==> src/logic/tmds_pkg.sv <==
/* TMDS encoder shared definitions
   Period codes, symbol tables, preamble patterns and the lane payload word */
package tmds_pkg;

    localparam int NUM_LANES = 3;
    localparam int SYMBOL_W = 10;
    localparam int WORD_W = 32;
    localparam int PIXEL_SYMBOL_W = NUM_LANES * SYMBOL_W;
    localparam int FILL_W = $clog2(2 * WORD_W);

    localparam int PREAMBLE_LEN = 8;
    localparam int GUARD_LEN = 2;
    localparam int ISLAND_LEN = 32;
    localparam int VIDEO_LEAD = PREAMBLE_LEN + GUARD_LEN;
    localparam int PHASE_W = $clog2(ISLAND_LEN);

    // Period codes seen by every channel
    localparam logic [2:0] PERIOD_CONTROL = 3'd0;
    localparam logic [2:0] PERIOD_VIDEO = 3'd1;
    localparam logic [2:0] PERIOD_VIDEO_GUARD = 3'd2;
    localparam logic [2:0] PERIOD_ISLAND = 3'd3;
    localparam logic [2:0] PERIOD_ISLAND_GUARD = 3'd4;

    // Scheduler sequence states
    localparam int SEQ_W = 3;
    localparam logic [SEQ_W-1:0] SEQ_IDLE = 3'd0;
    localparam logic [SEQ_W-1:0] SEQ_VIDEO_PRE = 3'd1;
    localparam logic [SEQ_W-1:0] SEQ_VIDEO_GUARD = 3'd2;
    localparam logic [SEQ_W-1:0] SEQ_ISLAND_PRE = 3'd3;
    localparam logic [SEQ_W-1:0] SEQ_ISLAND_LEAD = 3'd4;
    localparam logic [SEQ_W-1:0] SEQ_ISLAND_DATA = 3'd5;
    localparam logic [SEQ_W-1:0] SEQ_ISLAND_TRAIL = 3'd6;

    // Control period codes, indexed by the control pair
    localparam logic [SYMBOL_W-1:0] CTRL_SYMBOLS [4] = '{
        10'b1101010100, 10'b0010101011, 10'b0101010100, 10'b1010101011
    };

    // TERC4 codes, indexed by the nibble
    localparam logic [SYMBOL_W-1:0] TERC4_SYMBOLS [16] = '{
        10'b1010011100, 10'b1001100011, 10'b1011100100, 10'b1011100010,
        10'b0101110001, 10'b0100011110, 10'b0110001110, 10'b0100111100,
        10'b1011001100, 10'b0100111001, 10'b0110011100, 10'b1011000110,
        10'b1010001110, 10'b1001110001, 10'b0101100011, 10'b1011000011
    };

    localparam logic [SYMBOL_W-1:0] VIDEO_GUARD_SYMBOLS [NUM_LANES] = '{
        10'b1011001100, 10'b0100110011, 10'b1011001100
    };
    // Lanes 1 and 2 only, lane 0 derives its guard from the syncs
    localparam logic [SYMBOL_W-1:0] ISLAND_GUARD_SYMBOL = 10'b0100110011;

    // CTL3..CTL0, CTL0 in bit 0
    localparam logic [3:0] VIDEO_PREAMBLE_CTL = 4'b0001;
    localparam logic [3:0] ISLAND_PREAMBLE_CTL = 4'b0101;

    // Pixel byte during video, TERC4 nibble and control pair elsewhere
    typedef union packed {
        logic [7:0] pixel;
        struct packed {
            logic [1:0] spare;
            logic [3:0] nibble;
            logic [1:0] ctrl;
        } aux;
    } lane_payload_u;

endpackage

==> src/logic/hdmi_tmds_encoder.sv <==
/* HDMI TMDS encoder top level
   Period scheduler, three lane encoders and the transceiver word packer */
`timescale 1ns/1ps

module hdmi_tmds_encoder
    import tmds_pkg::*;
(
    input  logic              clk_pixel,
    input  logic              arst_n,
    input  logic              de,
    input  logic              hsync,
    input  logic              vsync,
    input  logic [23:0]       pixel,
    input  logic              island_start,
    input  logic [9:0]        island_data,
    output logic              island_take,
    output logic [WORD_W-1:0] tmds_word,
    output logic              tmds_word_valid
);

    logic [2:0]          lane_period [NUM_LANES];
    lane_payload_u       lane_payload [NUM_LANES];
    logic [SYMBOL_W-1:0] lane_symbol [NUM_LANES];

    tmds_period_scheduler tmds_period_scheduler_i (
        .clk_pixel    (clk_pixel),
        .arst_n       (arst_n),
        .de           (de),
        .hsync        (hsync),
        .vsync        (vsync),
        .pixel        (pixel),
        .island_start (island_start),
        .island_data  (island_data),
        .island_take  (island_take),
        .period       (lane_period),
        .payload      (lane_payload)
    );

    // Blue, green and red lanes
    for (genvar lane = 0; lane < NUM_LANES; lane++)
    begin : g_lane
        tmds_channel #(
            .LANE (lane)
        ) tmds_channel_i (
            .clk_pixel (clk_pixel),
            .arst_n    (arst_n),
            .period    (lane_period[lane]),
            .payload   (lane_payload[lane]),
            .symbol    (lane_symbol[lane])
        );
    end

    tmds_word_packer tmds_word_packer_i (
        .clk_pixel       (clk_pixel),
        .arst_n          (arst_n),
        .symbols         (lane_symbol),
        .tmds_word       (tmds_word),
        .tmds_word_valid (tmds_word_valid)
    );

endmodule

==> src/logic/tmds_channel.sv <==
/* TMDS channel encoder
   Video with running disparity, control codes, TERC4 and guard bands for one lane */
`timescale 1ns/1ps

module tmds_channel
    import tmds_pkg::*;
#(
    // Lane number, 0 to 2
    parameter int LANE = 0
)
(
    input  logic                clk_pixel,
    input  logic                arst_n,
    input  logic [2:0]          period,
    input  lane_payload_u       payload,
    output logic [SYMBOL_W-1:0] symbol
);

    logic [7:0]          d;
    logic [3:0]          n1_d;
    logic                use_xnor;
    logic [8:0]          q_m;
    logic signed [4:0]   n1_qm;
    logic signed [4:0]   n0_qm;
    logic signed [4:0]   acc;
    logic signed [4:0]   acc_add;
    logic [SYMBOL_W-1:0] q_out;
    logic [SYMBOL_W-1:0] island_guard;
    logic [SYMBOL_W-1:0] symbol_next;

    assign d = payload.pixel;

    // Stage 1 of the transition-minimised code
    always_comb
    begin
        n1_d = '0;
        for (int i = 0; i < 8; i++)
            n1_d = n1_d + 4'(d[i]);
        use_xnor = (n1_d > 4'd4) || (n1_d == 4'd4 && !d[0]);
    end

    // Each bit chains off the one below it
    always_comb
    begin
        q_m[0] = d[0];
        for (int i = 1; i < 8; i++)
        begin
            if (use_xnor)
                q_m[i] = q_m[i-1] ~^ d[i];
            else
                q_m[i] = q_m[i-1] ^ d[i];
        end
        q_m[8] = !use_xnor;
    end

    always_comb
    begin
        n1_qm = 5'sd0;
        for (int i = 0; i < 8; i++)
            n1_qm = n1_qm + $signed({4'b0000, q_m[i]});
        n0_qm = 5'sd8 - n1_qm;
    end

    // Stage 2, DC balance against the running disparity
    always_comb
    begin
        if (acc == 5'sd0 || n1_qm == n0_qm)
        begin
            if (q_m[8])
            begin
                q_out = {1'b0, 1'b1, q_m[7:0]};
                acc_add = n1_qm - n0_qm;
            end
            else
            begin
                q_out = {1'b1, 1'b0, ~q_m[7:0]};
                acc_add = n0_qm - n1_qm;
            end
        end
        else if ((acc > 5'sd0 && n1_qm > n0_qm) || (acc < 5'sd0 && n1_qm < n0_qm))
        begin
            q_out = {1'b1, q_m[8], ~q_m[7:0]};
            acc_add = (n0_qm - n1_qm) + (q_m[8] ? 5'sd2 : 5'sd0);
        end
        else
        begin
            q_out = {1'b0, q_m[8], q_m[7:0]};
            acc_add = (n1_qm - n0_qm) - (q_m[8] ? 5'sd0 : 5'sd2);
        end
    end

    // Lane 0 guard follows the sync pair like TERC4 codes 0xC to 0xF
    always_comb
    begin
        if (LANE == 0)
            island_guard = TERC4_SYMBOLS[{2'b11, payload.aux.ctrl}];
        else
            island_guard = ISLAND_GUARD_SYMBOL;
    end

    always_comb
    begin
        case (period)
            PERIOD_CONTROL:      symbol_next = CTRL_SYMBOLS[payload.aux.ctrl];
            PERIOD_VIDEO:        symbol_next = q_out;
            PERIOD_VIDEO_GUARD:  symbol_next = VIDEO_GUARD_SYMBOLS[LANE];
            PERIOD_ISLAND:       symbol_next = TERC4_SYMBOLS[payload.aux.nibble];
            PERIOD_ISLAND_GUARD: symbol_next = island_guard;
            default:             symbol_next = CTRL_SYMBOLS[0];
        endcase
    end

    // Disparity only runs during video
    always_ff @(posedge clk_pixel or negedge arst_n)
    begin
        if (!arst_n)
        begin
            acc <= 5'sd0;
            symbol <= CTRL_SYMBOLS[0];
        end
        else
        begin
            if (period == PERIOD_VIDEO)
                acc <= acc + acc_add;
            else
                acc <= 5'sd0;
            symbol <= symbol_next;
        end
    end

endmodule

==> src/logic/tmds_period_scheduler.sv <==
/* HDMI period scheduler
   Delays video by the lead time and sequences preambles, guard bands and data islands */
`timescale 1ns/1ps

module tmds_period_scheduler
    import tmds_pkg::*;
(
    input  logic                clk_pixel,
    input  logic                arst_n,
    input  logic                de,
    input  logic                hsync,
    input  logic                vsync,
    input  logic [23:0]         pixel,
    input  logic                island_start,
    input  logic [9:0]          island_data,
    output logic                island_take,
    output logic [2:0]          period [NUM_LANES],
    output lane_payload_u       payload [NUM_LANES]
);

    // Stage 0 is the newest entry, {de, hsync, vsync}
    logic [VIDEO_LEAD-1:0][2:0]  timing_dly;
    logic [VIDEO_LEAD-1:0][23:0] pixel_dly;
    logic                        de_d;
    logic                        hsync_d;
    logic                        vsync_d;
    logic [23:0]                 pixel_d;
    logic                        de_rise;

    logic [SEQ_W-1:0]            state;
    logic [SEQ_W-1:0]            eff_state;
    logic [SEQ_W-1:0]            state_next;
    logic [PHASE_W-1:0]          phase;
    logic [PHASE_W-1:0]          eff_phase;
    logic [PHASE_W-1:0]          phase_next;
    logic                        seq_last;

    logic [2:0]                  cur_period;
    logic [3:0]                  ctl_pattern;
    logic [9:0]                  island_word;
    logic [5:0]                  lane_ctrl;
    logic [11:0]                 lane_nibble;
    lane_payload_u               lane_pay [NUM_LANES];

    assign de_d    = timing_dly[VIDEO_LEAD-1][2];
    assign hsync_d = timing_dly[VIDEO_LEAD-1][1];
    assign vsync_d = timing_dly[VIDEO_LEAD-1][0];
    assign pixel_d = pixel_dly[VIDEO_LEAD-1];
    assign de_rise = de && !timing_dly[0][2];

    // Data is sampled from the source on every island data cycle
    assign island_take = (state == SEQ_ISLAND_DATA);
    assign island_word = island_take ? island_data : '0;

    // A new sequence takes effect in the cycle that starts it
    always_comb
    begin
        eff_state = state;
        eff_phase = phase;
        if (state == SEQ_IDLE)
        begin
            if (de_rise)
            begin
                eff_state = SEQ_VIDEO_PRE;
                eff_phase = '0;
            end
            else if (island_start && !de_d)
            begin
                eff_state = SEQ_ISLAND_PRE;
                eff_phase = '0;
            end
        end
    end

    always_comb
    begin
        case (eff_state)
            SEQ_VIDEO_PRE, SEQ_ISLAND_PRE:
                seq_last = (eff_phase == PHASE_W'(PREAMBLE_LEN - 1));
            SEQ_VIDEO_GUARD, SEQ_ISLAND_LEAD, SEQ_ISLAND_TRAIL:
                seq_last = (eff_phase == PHASE_W'(GUARD_LEN - 1));
            SEQ_ISLAND_DATA:
                seq_last = (eff_phase == PHASE_W'(ISLAND_LEN - 1));
            default:
                seq_last = 1'b0;
        endcase

        state_next = eff_state;
        phase_next = (eff_state == SEQ_IDLE) ? '0 : eff_phase + 1'b1;
        if (seq_last)
        begin
            phase_next = '0;
            case (eff_state)
                SEQ_VIDEO_PRE:    state_next = SEQ_VIDEO_GUARD;
                SEQ_ISLAND_PRE:   state_next = SEQ_ISLAND_LEAD;
                SEQ_ISLAND_LEAD:  state_next = SEQ_ISLAND_DATA;
                SEQ_ISLAND_DATA:  state_next = SEQ_ISLAND_TRAIL;
                default:          state_next = SEQ_IDLE;
            endcase
        end
    end

    always_comb
    begin
        ctl_pattern = '0;
        case (eff_state)
            SEQ_VIDEO_PRE:
            begin
                cur_period = PERIOD_CONTROL;
                ctl_pattern = VIDEO_PREAMBLE_CTL;
            end
            SEQ_ISLAND_PRE:
            begin
                cur_period = PERIOD_CONTROL;
                ctl_pattern = ISLAND_PREAMBLE_CTL;
            end
            SEQ_VIDEO_GUARD:                   cur_period = PERIOD_VIDEO_GUARD;
            SEQ_ISLAND_LEAD, SEQ_ISLAND_TRAIL: cur_period = PERIOD_ISLAND_GUARD;
            SEQ_ISLAND_DATA:                   cur_period = PERIOD_ISLAND;
            default:                           cur_period = PERIOD_CONTROL;
        endcase
        // Delayed video always wins
        if (de_d)
            cur_period = PERIOD_VIDEO;
    end

    // Lane i takes bits [2i+:2] of the control pairs and [4i+:4] of the nibbles
    assign lane_ctrl   = {ctl_pattern, vsync_d, hsync_d};
    assign lane_nibble = {island_word, vsync_d, hsync_d};

    always_comb
    begin
        for (int i = 0; i < NUM_LANES; i++)
        begin
            lane_pay[i] = '0;
            if (cur_period == PERIOD_VIDEO)
            begin
                lane_pay[i].pixel = pixel_d[8*i +: 8];
            end
            else
            begin
                lane_pay[i].aux.ctrl = lane_ctrl[2*i +: 2];
                lane_pay[i].aux.nibble = lane_nibble[4*i +: 4];
            end
        end
    end

    always_ff @(posedge clk_pixel or negedge arst_n)
    begin
        if (!arst_n)
        begin
            state <= SEQ_IDLE;
            phase <= '0;
            timing_dly <= '0;
            for (int i = 0; i < NUM_LANES; i++)
                period[i] <= PERIOD_CONTROL;
        end
        else
        begin
            state <= state_next;
            phase <= phase_next;
            timing_dly <= {timing_dly[VIDEO_LEAD-2:0], {de, hsync, vsync}};
            for (int i = 0; i < NUM_LANES; i++)
                period[i] <= cur_period;
        end
    end

    always_ff @(posedge clk_pixel)
    begin
        pixel_dly <= {pixel_dly[VIDEO_LEAD-2:0], pixel};
        for (int i = 0; i < NUM_LANES; i++)
            payload[i] <= lane_pay[i];
    end

endmodule

==> src/logic/tmds_word_packer.sv <==
/* TMDS word packer
   Repacks 30 symbol bits per pixel into 32-bit words with a valid strobe */
`timescale 1ns/1ps

module tmds_word_packer
    import tmds_pkg::*;
(
    input  logic                clk_pixel,
    input  logic                arst_n,
    input  logic [SYMBOL_W-1:0] symbols [NUM_LANES],
    output logic [WORD_W-1:0]   tmds_word,
    output logic                tmds_word_valid
);

    logic [PIXEL_SYMBOL_W-1:0] pixel_bits;
    logic [WORD_W-1:0]         held;
    logic [FILL_W-1:0]         fill;
    logic [FILL_W-1:0]         fill_sum;
    logic [2*WORD_W-1:0]       joined;
    logic                      emit;

    // Lane 0 occupies the lowest stream bits
    always_comb
    begin
        for (int i = 0; i < NUM_LANES; i++)
            pixel_bits[SYMBOL_W*i +: SYMBOL_W] = symbols[i];
    end

    // Bits above the fill level in the buffer are ignored
    always_comb
    begin
        joined = ((2*WORD_W)'(held) & (((2*WORD_W)'(1) << fill) - 1'b1))
            | ((2*WORD_W)'(pixel_bits) << fill);
        fill_sum = fill + FILL_W'(PIXEL_SYMBOL_W);
        emit = (fill_sum >= FILL_W'(WORD_W));
    end

    always_ff @(posedge clk_pixel or negedge arst_n)
    begin
        if (!arst_n)
        begin
            fill <= '0;
            tmds_word_valid <= 1'b0;
        end
        else
        begin
            fill <= emit ? fill_sum - FILL_W'(WORD_W) : fill_sum;
            tmds_word_valid <= emit;
        end
    end

    always_ff @(posedge clk_pixel)
    begin
        tmds_word <= joined[WORD_W-1:0];
        if (emit)
            held <= joined[2*WORD_W-1:WORD_W];
        else
            held <= joined[WORD_W-1:0];
    end

endmodule

==> config.mk <==
export PLATFORM = sky130hd
export DESIGN_NAME = hdmi_tmds_encoder
export DESIGN_NICKNAME = d
export VERILOG_FILES = /design/src/logic/tmds_pkg.sv /design/src/logic/hdmi_tmds_encoder.sv /design/src/logic/tmds_channel.sv /design/src/logic/tmds_period_scheduler.sv /design/src/logic/tmds_word_packer.sv
export SDC_FILE = /design/constraint.sdc
export NUM_CORES = 1
export LEC_CHECK = 0
export BUFFER_PORTS_ARGS = -buffer_cell sky130_fd_sc_hd__buf_2
export CORE_MARGIN = 3
export CORE_UTILIZATION = 45
export CTS_CLUSTER_DIAMETER = 100
export DETAILED_ROUTE_END_ITERATION = 10
export GPL_TIMING_DRIVEN = 0
export PLACE_DENSITY_LB_ADDON = 0.25
export SLEW_MARGIN = 15
export SYNTH_ARGS = -nofsm -noshare
export SYNTH_HDL_FRONTEND = slang
export SYNTH_SLANG_ARGS = --single-unit
==> constraint.sdc <==
create_clock -name clk_pixel -period 21.9 [get_ports clk_pixel]
set_clock_uncertainty 0.2 [all_clocks]
set_input_delay 2.19 -clock clk_pixel [delete_from_list [all_inputs] [get_ports clk_pixel]]
set_output_delay 2.19 -clock clk_pixel [all_outputs]
set_load 0.02 [all_outputs]
==> results by group, run 1 <==
Timing
  – Slew margin rel.: a little under a third
  – TNS Setup: 0 ns
  – Final setup fails: 0
  – Fmax: 92.83 MHz
  – RSZ-0062 raised after global routing: no
  – Final hold vios: 0
  – Slew @ Worst Pin: between 1 and 1.5 ns
  – Final Critical Period: between 10 and 15 ns
  – Tcrit/Tclk final: 49.19%
  – Slew Limit Fails: 0

Worst setup path
  – Worst r2r src: tmds_period_scheduler_i.payload[0]$_DFF_P_
  – Critical path origin: tmds_period_scheduler_i.payload[0]$_DFF_P_
  – Peak fanout along the critical path: 10
  – Worst r2r path cells: 34
  – Critical Path AT: ~11 ns
  – CP endpoint kind: flip-flop
  – Setup crit end: g_lane[2].tmds_channel_i.acc[4]$_DFF_PN0_
  – Data required time of the critical path: roughly 22 ns
  – CP most frequent cell: fa_1
  – FF-to-FF End: g_lane[2].tmds_channel_i.acc[4]$_DFF_PN0_
  – Max stage delay on crit path: ~0.54 ns
  – FF-to-FF setup slack: 11.13 ns
  – Critical path's slowest cell: dfxtp_1
  – Worst setup path category: flip-flop to flip-flop
  – CP startpoint kind: flip-flop

Logic synthesis
  – Mapped Area: approximately 17,000 µm²
  – Simple-Gate Fraction of Synth Area: 10.78%
  – Syn. warnings: 0
  – Ys async rst share: around 22%
  – Compound-Gate Fraction of Synth Area: between 10 and 15%
  – Area contributors post-synth: dfxtp_1 (38%), dfrtp_1 (11%), ha_1 (6.3%), mux2i_1 (3.4%), o21ai_0 (3.4%)
  – Mux share of post-synthesis cell area: roughly 5.5%
  – Cell taking the most area after synthesis: dfxtp_1
  – Largest family of logic cells by synthesized area: compound AO/OA/AOI/OAI gates
  – Yosys top cell area share: a little under two fifths
  – Syn Nets: 1,816
  – FF+latch count, synth: 419
  – Post-Synth XOR/XNOR Area: about 5.7%
  – Mapped Avg Cell Area: about 11 µm²
  – Post-Synth Adder-Cell Area: about a tenth
  – Synth Flop Type: dfxtp_1
  – Post-synth EDFFs: 0
  – Synth cell types: 95
  – Sequential fraction of the synthesis area: around half
  – Cell count after synthesis: ~1,700

Clock network
  – Maximum clock path buffer count: 3
  – TritonCTS buffer count: between 40 and 50
  – H-tree depth: 2
  – CTS clock-pin slew for the worst setup and hold paths: 0.06 ns
  – Post-CTS Setup Bufs: 0
  – Clock Latency Late Sink: approximately 0.58 ns
  – CTS tree: done
  – Cts hold-fix bufs: 0
  – PostCTS Resize Cnt: 0
  – Clk sinks: between 400 and 500
  – Clock root cell: clkbuf_16

Placed design
  – IO buf count: 73
  – Placer congestion estimate: 0.9184
  – Post-DP HPWL: approximately 28 mm

Detailed routing
  – Vias per inst: between 5 and 6
  – Number of nets with antenna violations after routing: 0
  – Final WL: between 30 and 40 mm
  – Drt first pass iters: 5
  – DR vias: 12,090
  – Initial drt markers: between 600 and 700
  – Drt drc: 0
  – Post-DR wirelength/cell: 16.49 µm

Floorplanning
  – Die area: ~41,000 µm²
  – I/O pins: 74
  – Die height: between 200 and 250 µm
  – Total core area: about 38,000 µm²
  – Die Span X: between 200 and 250 µm
  – Core Rows: 71
  – Initial cell density of the core: between 40% and 50%

Global route
  – Vias in the first global route: between 10,000 and 15,000
  – Largest net degree at the start of global routing: 60
  – Antenna violations before repair: 0
  – Total track usage: 18.69%
  – Global route overflow: 0
  – First-pass GRT wire length: 62.75 mm

Layout
  – Fill count: approximately 3,400
  – Reg area: 8862 µm²
  – Commonest cells after routing, fill and taps aside: dfxtp_1 (328), nand2_1 (141), o21ai_0 (118)
  – Commonest non-fill, non-tap cell in the layout: dfxtp_1
  – Fin nets: 1,934
  – Layout cells sized above 1: 13.30%
  – Footprint of the multi-input gates: between 7000 and 8000 µm²
  – Diode count: 0
  – Syn-to-layout area delta: 14.65%

Run status
  – Status: finished clean

Min path
  – Worst min path class: flip-flop to flip-flop

Job
  – Number of max-cap violations: 0
## critical path, delay by kind of cell (launching register included)
family	cells	cell delay, ns
simple gates	3	0.87
flops	1	0.54
buf+inv	8	1.41
fa+ha+maj	12	4.78
mux	3	0.85
compound gates	5	1.46
xor+xnor	3	0.60
## metal layers
| layer | track usage [%] | share of wire, % | vias to the layer above |
|---|---|---|---|
| li1 | - | - | 5945 |
| met5 | 0 | 0 | - |
| met2 | 31.75 | 47 | 318 |
| met1 | 24.29 | 44 | 5737 |
| met3 | 3.239 | 5.1 | 92 |
| met4 | 6.293 | 3.1 | 0 |
## stage by stage
step	instance area [µm²]	hold slack (ns)	std cells	util (%)	worst slack, ns
final	20040	0.1138	2323	52.83	11.13
after global routing	20040	0.1225	2323	52.83	10.48
after CTS	20040	0.1157	2323	52.83	11.03
after detailed placement	18510	0.1121	2246	48.81	11.07
after global placement	18480	0.1096	2245	48.73	11.21
after floorplan	17480	0.1096	1661	-	12.23
## registers in the layout, indices dropped and copies added, names as in the netlist, 4 cells and up
signal and cells:
tmds_period_scheduler_i.pixel_dly 216, tmds_period_scheduler_i.payload 24, tmds_word_packer_i.held 32, g_lane.tmds_channel_i.symbol 30
tmds_period_scheduler_i.timing_dly 27, g_lane.tmds_channel_i.acc 15, tmds_period_scheduler_i.phase 5, tmds_period_scheduler_i.pixel_d 24
tmds_word_packer_i.fill 4, tmds_word_packer_i.tmds_word 32
## synthesized netlist by cell type (all sizes together), types with 9 or more instances
cell,number
nor2b,11
xnor2,69
a211oi,14
o221ai,18
nor3,20
nand3,22
nand2b,18
dfrtp,76
fa,27
clkbuf,69
and2,28
mux2,19
inv,91
o21ai,119
o22ai,12
a31oi,11
mux2i,61
a22o,11
nor2,106
dfxtp,328
a21o,12
and3,9
xor2,18
a21oi,82
ha,88
nand2,143
o211ai,22
buf,17
dfstp,15
## layout make-up
cell class | instances | share of cell area (%)
Clock inverter | 22 | 1.661
Multi-Input combinational cell | 1062 | 39.47
Sequential cell | 419 | 44.22
Timing Repair Buffer | 74 | 1.973
Buffer | 86 | 1.761
Tap cell | 511 | 3.191
Inverter | 94 | 1.773
Clock buffer | 55 | 5.950
## how the worst min path moves through the flow
stage	start	end	slack (ns)	depth (start not counted)
2_1_floorplan	tmds_period_scheduler_i.pixel_dly[192]$_DFF_P_	tmds_period_scheduler_i.pixel_d[0]$_DFF_P_	0.11	0
5_1_grt	tmds_period_scheduler_i.pixel_dly[160]$_DFF_P_	tmds_period_scheduler_i.pixel_dly[184]$_DFF_P_	0.12	0
6_report	tmds_period_scheduler_i.pixel_dly[160]$_DFF_P_	tmds_period_scheduler_i.pixel_dly[184]$_DFF_P_	0.11	0
4_1_cts	tmds_period_scheduler_i.pixel_dly[160]$_DFF_P_	tmds_period_scheduler_i.pixel_dly[184]$_DFF_P_	0.12	0
3_3_place_gp	tmds_period_scheduler_i.pixel_dly[149]$_DFF_P_	tmds_period_scheduler_i.pixel_dly[173]$_DFF_P_	0.11	0
3_5_place_dp	tmds_period_scheduler_i.pixel_dly[201]$_DFF_P_	tmds_period_scheduler_i.pixel_d[9]$_DFF_P_	0.11	0
## cell families (layout without fill, tap and decap cells)
| logic type | count (synthesis) | in the layout |
|---|---|---|
| adder cells (fa/ha/maj) | 115 | 115 |
| AO/OA/AOI/OAI | 370 | 370 |
| multiplexers | 85 | 85 |
| flip-flops | 419 | 419 |
| buffers and inverters | 180 | 331 |
| XOR/XNOR | 91 | 91 |
| AND/OR/NAND/NOR | 401 | 401 |
Power of run 1 is left out: the tool's default activity adds up to more than one toggle a clock period on the data nets, which glitch-free logic cannot reach.
==> run 2: changes to the inputs <==
--- a/config.mk
+++ b/config.mk
@@ -5,6 +5,7 @@
 export SDC_FILE = /design/constraint.sdc
 export NUM_CORES = 1
 export LEC_CHECK = 0
+export ABC_AREA = 1
 export BUFFER_PORTS_ARGS = -buffer_cell sky130_fd_sc_hd__buf_2
 export CORE_MARGIN = 3
 export CORE_UTILIZATION = 45
==> constraint.sdc (replaced) <==
create_clock -name clk_pixel -period 10.3 [get_ports clk_pixel]
set_clock_uncertainty 0.2 [all_clocks]
set_input_delay 1.03 -clock clk_pixel [delete_from_list [all_inputs] [get_ports clk_pixel]]
set_output_delay 1.03 -clock clk_pixel [all_outputs]
set_load 0.02 [all_outputs]
==> run 2 against run 1 <==
Flip-flop and latch count unchanged; first-iteration DRC count down 3.5%; die area down 1.9%; area after synthesis down 1.9%; synthesized cell count up 15%; critical path depth up 1; largest cell class unchanged; final area down 1.9%; hold slack better by 0.0025 ns; non-clock buffer count down 30; register-to-register slack worse by 10 ns; setup slack worse by 10 ns.
==> results by group, run 2 <==
Timing
  – Slew @ Worst Pin: 0.9914 ns (-0.02796 ns)
  – Slew Limit Fails: 0 (unchanged)
  – Final Critical Period: 9.513 ns (-1.259 ns)
  – Slew margin rel.: 33.91% (+2.5 points)
  – RSZ-0062 raised after global routing: no
  – Fmax: 105.1 MHz (+13%)
  – Final hold vios: 0 (unchanged)
  – Final setup fails: 0 (unchanged)
  – TNS Setup: 0 ns (unchanged)
  – Tcrit/Tclk final: 92.36% (+43 points)

Placed design
  – Post-DP HPWL: 30.06 mm (+5.5%)
  – Placed cells: 2,486 (+11%)
  – Placer congestion estimate: 0.9444 (+2.8%)
  – IO buf count: 73 (unchanged)

Worst setup path
  – Worst r2r path cells: 35 (+2.9%)
  – FF-to-FF setup slack: 0.79 ns (-10.34 ns)
  – FF-to-FF End: g_lane[2].tmds_channel_i.acc[4]$_DFF_PN0_
  – Critical Path AT: 9.78 ns (-1.28 ns)
  – Peak fanout along the critical path: 9 (-1)
  – Top delay family on crit path: adder cells
  – Worst setup path category: flip-flop to flip-flop
  – Max stage delay on crit path: 0.49 ns (-0.05 ns)
  – CP most frequent cell: fa_1
  – CP Buf/Inv Count: 7 (-1)
  – Worst r2r src: tmds_period_scheduler_i.payload[0]$_DFF_P_
  – Critical path origin: tmds_period_scheduler_i.payload[0]$_DFF_P_
  – WP depth: 35 (+2.9%)
  – CP endpoint kind: flip-flop
  – Data required time of the critical path: 10.57 ns (-11.62 ns)
  – Setup crit end: g_lane[2].tmds_channel_i.acc[4]$_DFF_PN0_
  – Critical path's slowest cell: ha_1
  – CP startpoint kind: flip-flop

Detailed routing
  – Final WL: 39.58 mm (+3.3%)
  – Initial drt markers: 666 (-3.5%)
  – Drt first pass iters: 5 (unchanged)
  – Drt drc: 0 (unchanged)
  – Post-DR wirelength/cell: 15.44 µm (-6.4%)
  – Number of nets with antenna violations after routing: 0 (unchanged)
  – Vias per inst: 4.973 (-4.5%)
  – DR vias: 12,750 (+5.4%)

Floorplanning
  – Core Rows: 70 (-1.4%)
  – I/O pins: 74 (unchanged)
  – Die Span X: 201.2 µm (-0.93%)
  – Initial cell density of the core: 46.28% (+0.20 points)
  – Die height: 201.2 µm (-0.93%)
  – Total core area: 37,050 µm² (-2.3%)
  – Die area: 40,480 µm² (-1.9%)

Layout
  – Layout cells sized above 1: 11.80% (-1.5 points)
  – Top flop regs: tmds_period_scheduler_i.pixel_dly: 216 flops, tmds_word_packer_i.held: 32 flops, tmds_word_packer_i.tmds_word: 32 flops
  – Largest reg by FF count: tmds_period_scheduler_i.pixel_dly
  – Max reg flops: 216 (unchanged)
  – Final cell count without fillers: 2,563 (+10%)
  – Diode count: 0 (unchanged)
  – Commonest non-fill, non-tap cell in the layout: nand2_1
  – Fin nets: 2,181 (+13%)
  – Commonest cells after routing, fill and taps aside: nand2_1 (423), dfxtp_1 (328), inv_1 (212)
  – Syn-to-layout area delta: 14.70% (about the same)
  – Fill count: 3,399 (-0.87%)

Logic synthesis
  – Largest family of logic cells by synthesized area: simple AND/OR/NAND/NOR gates
  – Ys async rst share: 21.72% (unchanged)
  – Cell taking the most area after synthesis: dfxtp_1
  – Syn. warnings: 0 (unchanged)
  – FF+latch count, synth: 419 (unchanged)
  – Commonest cells in the netlist: nand2_1 (423), dfxtp_1 (328), inv_1 (212)
  – Sequential fraction of the synthesis area: 51.69% (+0.99 points)
  – Compound-Gate Fraction of Synth Area: 10.76% (-3.1 points)
  – Mapped Area: 17,150 µm² (-1.9%)
  – Most numerous cell in the Yosys netlist: nand2_1
  – Post-synth EDFFs: 0 (unchanged)
  – Mapped Avg Cell Area: 8.986 µm² (-15%)
  – Simple-Gate Fraction of Synth Area: 18.41% (+7.6 points)
  – Cell count after synthesis: 1,908 (+15%)
  – Syn Nets: 2,063 (+14%)
  – Area contributors post-synth: dfxtp_1 (38%), dfrtp_1 (11%), nand2_1 (9.3%), ha_1 (6.4%), inv_1 (4.6%)
  – Synth cell types: 56 (-41%)
  – Post-Synth XOR/XNOR Area: 2.999% (-2.7 points)
  – Mux share of post-synthesis cell area: 0.2992% (-5.2 points)
  – Yosys top cell area share: 38.30% (+0.73 points)
  – Synth Flop Type: dfxtp_1
  – Post-Synth Adder-Cell Area: 9.575% (+0.18 points)

Clock network
  – Maximum clock path buffer count: 3 (unchanged)
  – TritonCTS buffer count: 42 (unchanged)
  – CTS tree: done
  – Clock root cell: clkbuf_16
  – Clock Latency Late Sink: 0.57 ns (about the same)
  – H-tree depth: 2 (unchanged)
  – Clk sinks: 419 (unchanged)
  – Cts hold-fix bufs: 0 (unchanged)
  – CTS clock-pin slew for the worst setup and hold paths: 0.06 ns (about the same)

Global route
  – Largest net degree at the start of global routing: 74 (+23%)
  – Vias in the first global route: 12,660 (+5.4%)
  – Total track usage: 19.74% (+1.0 points)
  – Global route overflow: 0 (unchanged)
  – First-pass GRT wire length: 64.94 mm (+3.5%)
  – Antenna violations before repair: 0 (unchanged)

Job
  – Number of max-cap violations: 0 (unchanged)

Run status
  – Status: finished clean

Min path
  – Worst min path class: primary input to asynchronous set/reset pin
==> run 2: cell count changes after synthesis, sizes merged, moves of 19 or more <==
cell    previous run  this run
xor2              18        37
o21ai            119       152
and2              28         1
mux2i             61         4
nand2            143       460
xnor2             69        14
nand3             22       114
a21oi             82        56
inv               91       222
clkbuf            69        41
==> run 2: per-stage QoR <==
step	setup slack (ns)	util [%]	area [µm²]	hold slack, ns
floorplan	1.863	-	17150	0.1096
global placement	1.027	48.97	18140	0.1096
detailed placement	0.8256	49.06	18170	0.1121
CTS	0.7791	53.06	19660	0.08019
global route	0.05391	53.08	19670	0.08713
finish	0.7867	53.08	19670	0.1163
==> run 2: how the worst min path moves through the flow <==
stage / from / endpoint / cells after the start
2_1_floorplan: tmds_period_scheduler_i.pixel_dly[192]$_DFF_P_ / tmds_period_scheduler_i.pixel_d[0]$_DFF_P_ / 0
3_3_place_gp: tmds_period_scheduler_i.pixel_dly[196]$_DFF_P_ / tmds_period_scheduler_i.pixel_d[4]$_DFF_P_ / 0
3_5_place_dp: tmds_period_scheduler_i.pixel_dly[213]$_DFF_P_ / tmds_period_scheduler_i.pixel_d[21]$_DFF_P_ / 0
4_1_cts: arst_n / g_lane[2].tmds_channel_i.acc[1]$_DFF_PN0_ / 1
5_1_grt: arst_n / g_lane[2].tmds_channel_i.acc[1]$_DFF_PN0_ / 1
6_report: arst_n / g_lane[2].tmds_channel_i.acc[1]$_DFF_PN0_ / 1
==> run 2: cells by family after synthesis <==
| kind of cell | Yosys count |
|---|---|
| buffers and inverters | 283 |
| multiplexers | 5 |
| adder cells (fa/ha/maj) | 115 |
| AO/OA/AOI/OAI | 310 |
| flip-flops | 419 |
| AND/OR/NAND/NOR | 725 |
| XOR/XNOR | 51 |
==> run 2: final cells by class <==
| type | count | area, µm² | area share (%) |
|---|---|---|---|
| flip-flops and latches | 419 | 8862 | 45.07 |
| repair buffers | 74 | 399.1 | 2.030 |
| clock inverters | 15 | 222.7 | 1.133 |
| plain buffers | 56 | 222.7 | 1.133 |
| inverters | 227 | 852.1 | 4.333 |
| well taps | 504 | 630.6 | 3.207 |
| multi-input cells | 1206 | 7216 | 36.69 |
| clock buffers | 62 | 1260 | 6.407 |
==> run 2: timing repair <==
| action | CTS | global route |
|---|---|---|
| endpoints found under the setup margin | 0 | 1 |
| resized for setup | 0 | 1 |
| buffers inserted | 0 | 0 |
| endpoints found under the hold margin | 0 | 0 |
==> run 2: metal layers <==
layer | GRT usage (%) | up-vias | share of wire, %
met2 | 34.65 | 310 | 48
met5 | 0 | - | 0
li1 | - | 6431 | -
met1 | 24.40 | 5920 | 44
met4 | 7.002 | 0 | 3.5
met3 | 3.608 | 84 | 4.4
Power of run 2 is left out for the same reason.
==> run 3: changes to the inputs <==
--- a/config.mk
+++ b/config.mk
@@ -6,9 +6,10 @@
 export NUM_CORES = 1
 export LEC_CHECK = 0
 export ABC_AREA = 1
+export ABC_CLOCK_PERIOD_IN_PS = 10300
 export BUFFER_PORTS_ARGS = -buffer_cell sky130_fd_sc_hd__buf_2
 export CORE_MARGIN = 3
-export CORE_UTILIZATION = 45
+export CORE_UTILIZATION = 40
 export CTS_CLUSTER_DIAMETER = 100
 export DETAILED_ROUTE_END_ITERATION = 10
 export GPL_TIMING_DRIVEN = 0
==> run 3 against run 2 <==
First-iteration DRC count increased by 7.8%; routed wire length increased by 2.4%; hold slack worse by 0.021 ns; die area rose by 12%; global-route usage decreased by 1.7 points; maximum frequency shrank 0.89%; setup slack worse by 0.085 ns; highest routed layer unchanged.
==> results by group, run 3 (synthesized netlist as in run 2, its figures left out) <==
Clock network
  – Clk sinks: 419 (unchanged)
  – Clock root cell: clkbuf_16
  – CTS tree: done
  – Maximum clock path buffer count: 3 (unchanged)
  – Cts hold-fix bufs: 0 (unchanged)
  – CTS clock-pin slew for the worst setup and hold paths: 0.06 ns (about the same)
  – TritonCTS buffer count: 43 (+2.4%)
  – Clock Latency Late Sink: 0.55 ns (-0.02 ns)
  – H-tree depth: 2 (unchanged)
  – PostCTS Resize Cnt: 0 (unchanged)
  – Post-CTS Setup Bufs: 0 (unchanged)

Worst setup path
  – Worst r2r path cells: 38 (+8.6%)
  – Top delay family on crit path: adder cells
  – CP endpoint kind: flip-flop
  – Max stage delay on crit path: 0.52 ns (+0.03 ns)
  – WP depth: 38 (+8.6%)
  – Worst setup path category: flip-flop to flip-flop
  – CP most frequent cell: fa_1
  – Peak fanout along the critical path: 8 (-1)
  – CP startpoint kind: flip-flop
  – Data required time of the critical path: 10.58 ns (about the same)
  – CP Buf/Inv Count: 7 (unchanged)
  – Critical Path AT: 9.88 ns (+0.10 ns)
  – Critical path's slowest cell: dfxtp_1

Detailed routing
  – Wire length on met1: 17.26 mm (about the same)
  – Drt drc: 0 (unchanged)
  – DR vias: 12,730 (-0.086%)
  – Drt first pass iters: 6 (+1)
  – Top Metal Used: met4
  – Post-DR wirelength/cell: 15.60 µm (+0.99%)
  – Vias per inst: 4.898 (-1.5%)
  – Final WL: 40.55 mm (+2.4%)
  – Number of nets with antenna violations after routing: 0 (unchanged)
  – Metal2 WL: 19.71 mm (+2.8%)
  – Met3 wire length: 2.089 mm (+20%)
  – Initial drt markers: 718 (+7.8%)

Layout
  – Top flop regs: tmds_period_scheduler_i.pixel_dly: 216 flops, tmds_word_packer_i.held: 32 flops, tmds_word_packer_i.tmds_word: 32 flops
  – Reg area: 8862 µm² (unchanged)
  – Fill count: 4,001 (+18%)
  – Final instance area: 19,730 µm² (+0.35%)
  – Fin nets: 2,182 (+0.046%)
  – Largest reg by FF count: tmds_period_scheduler_i.pixel_dly
  – Commonest cells after routing, fill and taps aside: nand2_1 (423), dfxtp_1 (328), inv_1 (212)
  – Footprint of the multi-input gates: 7208 µm² (-0.10%)
  – Post-layout util: 46.84% (-6.2 points)
  – Layout cells sized above 1: 12.13% (+0.33 points)
  – Diode count: 0 (unchanged)
  – Syn-to-layout area delta: 15.10%
  – Max reg flops: 216 (unchanged)
  – Commonest non-fill, non-tap cell in the layout: nand2_1

Floorplanning
  – Total core area: 42,130 µm² (+14%)
  – Die Span X: 213.0 µm (+5.9%)
  – Core Rows: 75 (+7.1%)
  – Die area: 45,380 µm² (+12%)
  – Die height: 213.0 µm (+5.9%)
  – I/O pins: 74 (unchanged)
  – Initial cell density of the core: 40.69% (-5.6 points)

Timing
  – Slew @ Worst Pin: 0.8317 ns (-0.1597 ns)
  – RSZ-0062 raised after global routing: no
  – TNS Setup: 0 ns (unchanged)
  – Final Hold Slack: 0.09496 ns (-0.02134 ns)
  – Final Critical Period: 9.599 ns (+0.08527 ns)
  – Slew margin rel.: 44.55% (+11 points)
  – Slew Limit Fails: 0 (unchanged)
  – Final setup fails: 0 (unchanged)
  – Final hold vios: 0 (unchanged)
  – Tcrit/Tclk final: 93.19% (+0.83 points)
  – Fmax: 104.2 MHz (-0.89%)

Global route
  – First-pass GRT wire length: 65.00 mm (about the same)
  – Total track usage: 18.08% (-1.7 points)
  – Antenna violations before repair: 0 (unchanged)
  – Largest net degree at the start of global routing: 82 (+11%)
  – Global route overflow: 0 (unchanged)
  – Vias in the first global route: 12,640 (-0.13%)

Placed design
  – Placer congestion estimate: 0.9954 (+5.4%)
  – IO buf count: 73 (unchanged)
  – Post-DP HPWL: 31.12 mm (+3.5%)
  – Post-DP Area: 18,220 µm² (+0.24%)

Min path
  – Worst min path class: primary input to asynchronous set/reset pin

Run status
  – Status: finished clean

Job
  – Number of max-cap violations: 0 (unchanged)
## run 3: final timing paths
check | from | end | slack, ns
worst min register to register | tmds_period_scheduler_i.pixel_dly[26]$_DFF_P_ | tmds_period_scheduler_i.pixel_dly[50]$_DFF_P_ | 0.12
worst max-delay path | tmds_period_scheduler_i.payload[16]$_DFF_P_ | g_lane[0].tmds_channel_i.acc[4]$_DFF_PN0_ | 0.70
worst min-delay path | arst_n | g_lane[2].tmds_channel_i.acc[1]$_DFF_PN0_ | 0.09
max in group asynchronous | arst_n | g_lane[0].tmds_channel_i.symbol[2]$_DFF_PN1_ | 9.14
worst max register to register | tmds_period_scheduler_i.payload[16]$_DFF_P_ | g_lane[0].tmds_channel_i.acc[4]$_DFF_PN0_ | 0.70
min in group clk_pixel | tmds_period_scheduler_i.pixel_dly[26]$_DFF_P_ | tmds_period_scheduler_i.pixel_dly[50]$_DFF_P_ | 0.12
## run 3: cell type report
cell class                      instances  area share (%)
Multi-Input combinational cell       1206           36.53
Clock buffer                           57           6.283
Buffer                                 56           1.129
Inverter                              227           4.318
Sequential cell                       419           44.91
Tap cell                              539           3.417
Clock inverter                         22           1.395
Timing Repair Buffer                   74           2.023
## run 3: stage by stage
stage / setup slack (ns) / instances
finish: 0.7014 / 2600
global route: 0.1871 / 2600
CTS: 0.7431 / 2600
detailed placement: 0.7826 / 2521
global placement: 0.9606 / 2520
floorplan: 1.863 / 1908
## run 3: layer usage
| layer | GRT usage [%] | vias to the layer above |
|---|---|---|
| met3 | 3.115 | 91 |
| met1 | 21.95 | 5899 |
| met2 | 31.85 | 326 |
| met4 | 7.341 | 0 |
| met5 | 0 | - |
| li1 | - | 6418 |
## run 3: worst register-to-register path, delay by kind of cell (launching register included)
family          cells  cell delay [ns]
buf+inv             7             0.91
compound gates      4             0.59
simple gates       10             1.18
fa+ha+maj          12             4.88
xor+xnor            5             1.25
flops               1             0.52
Power of run 3 is left out for the same reason.
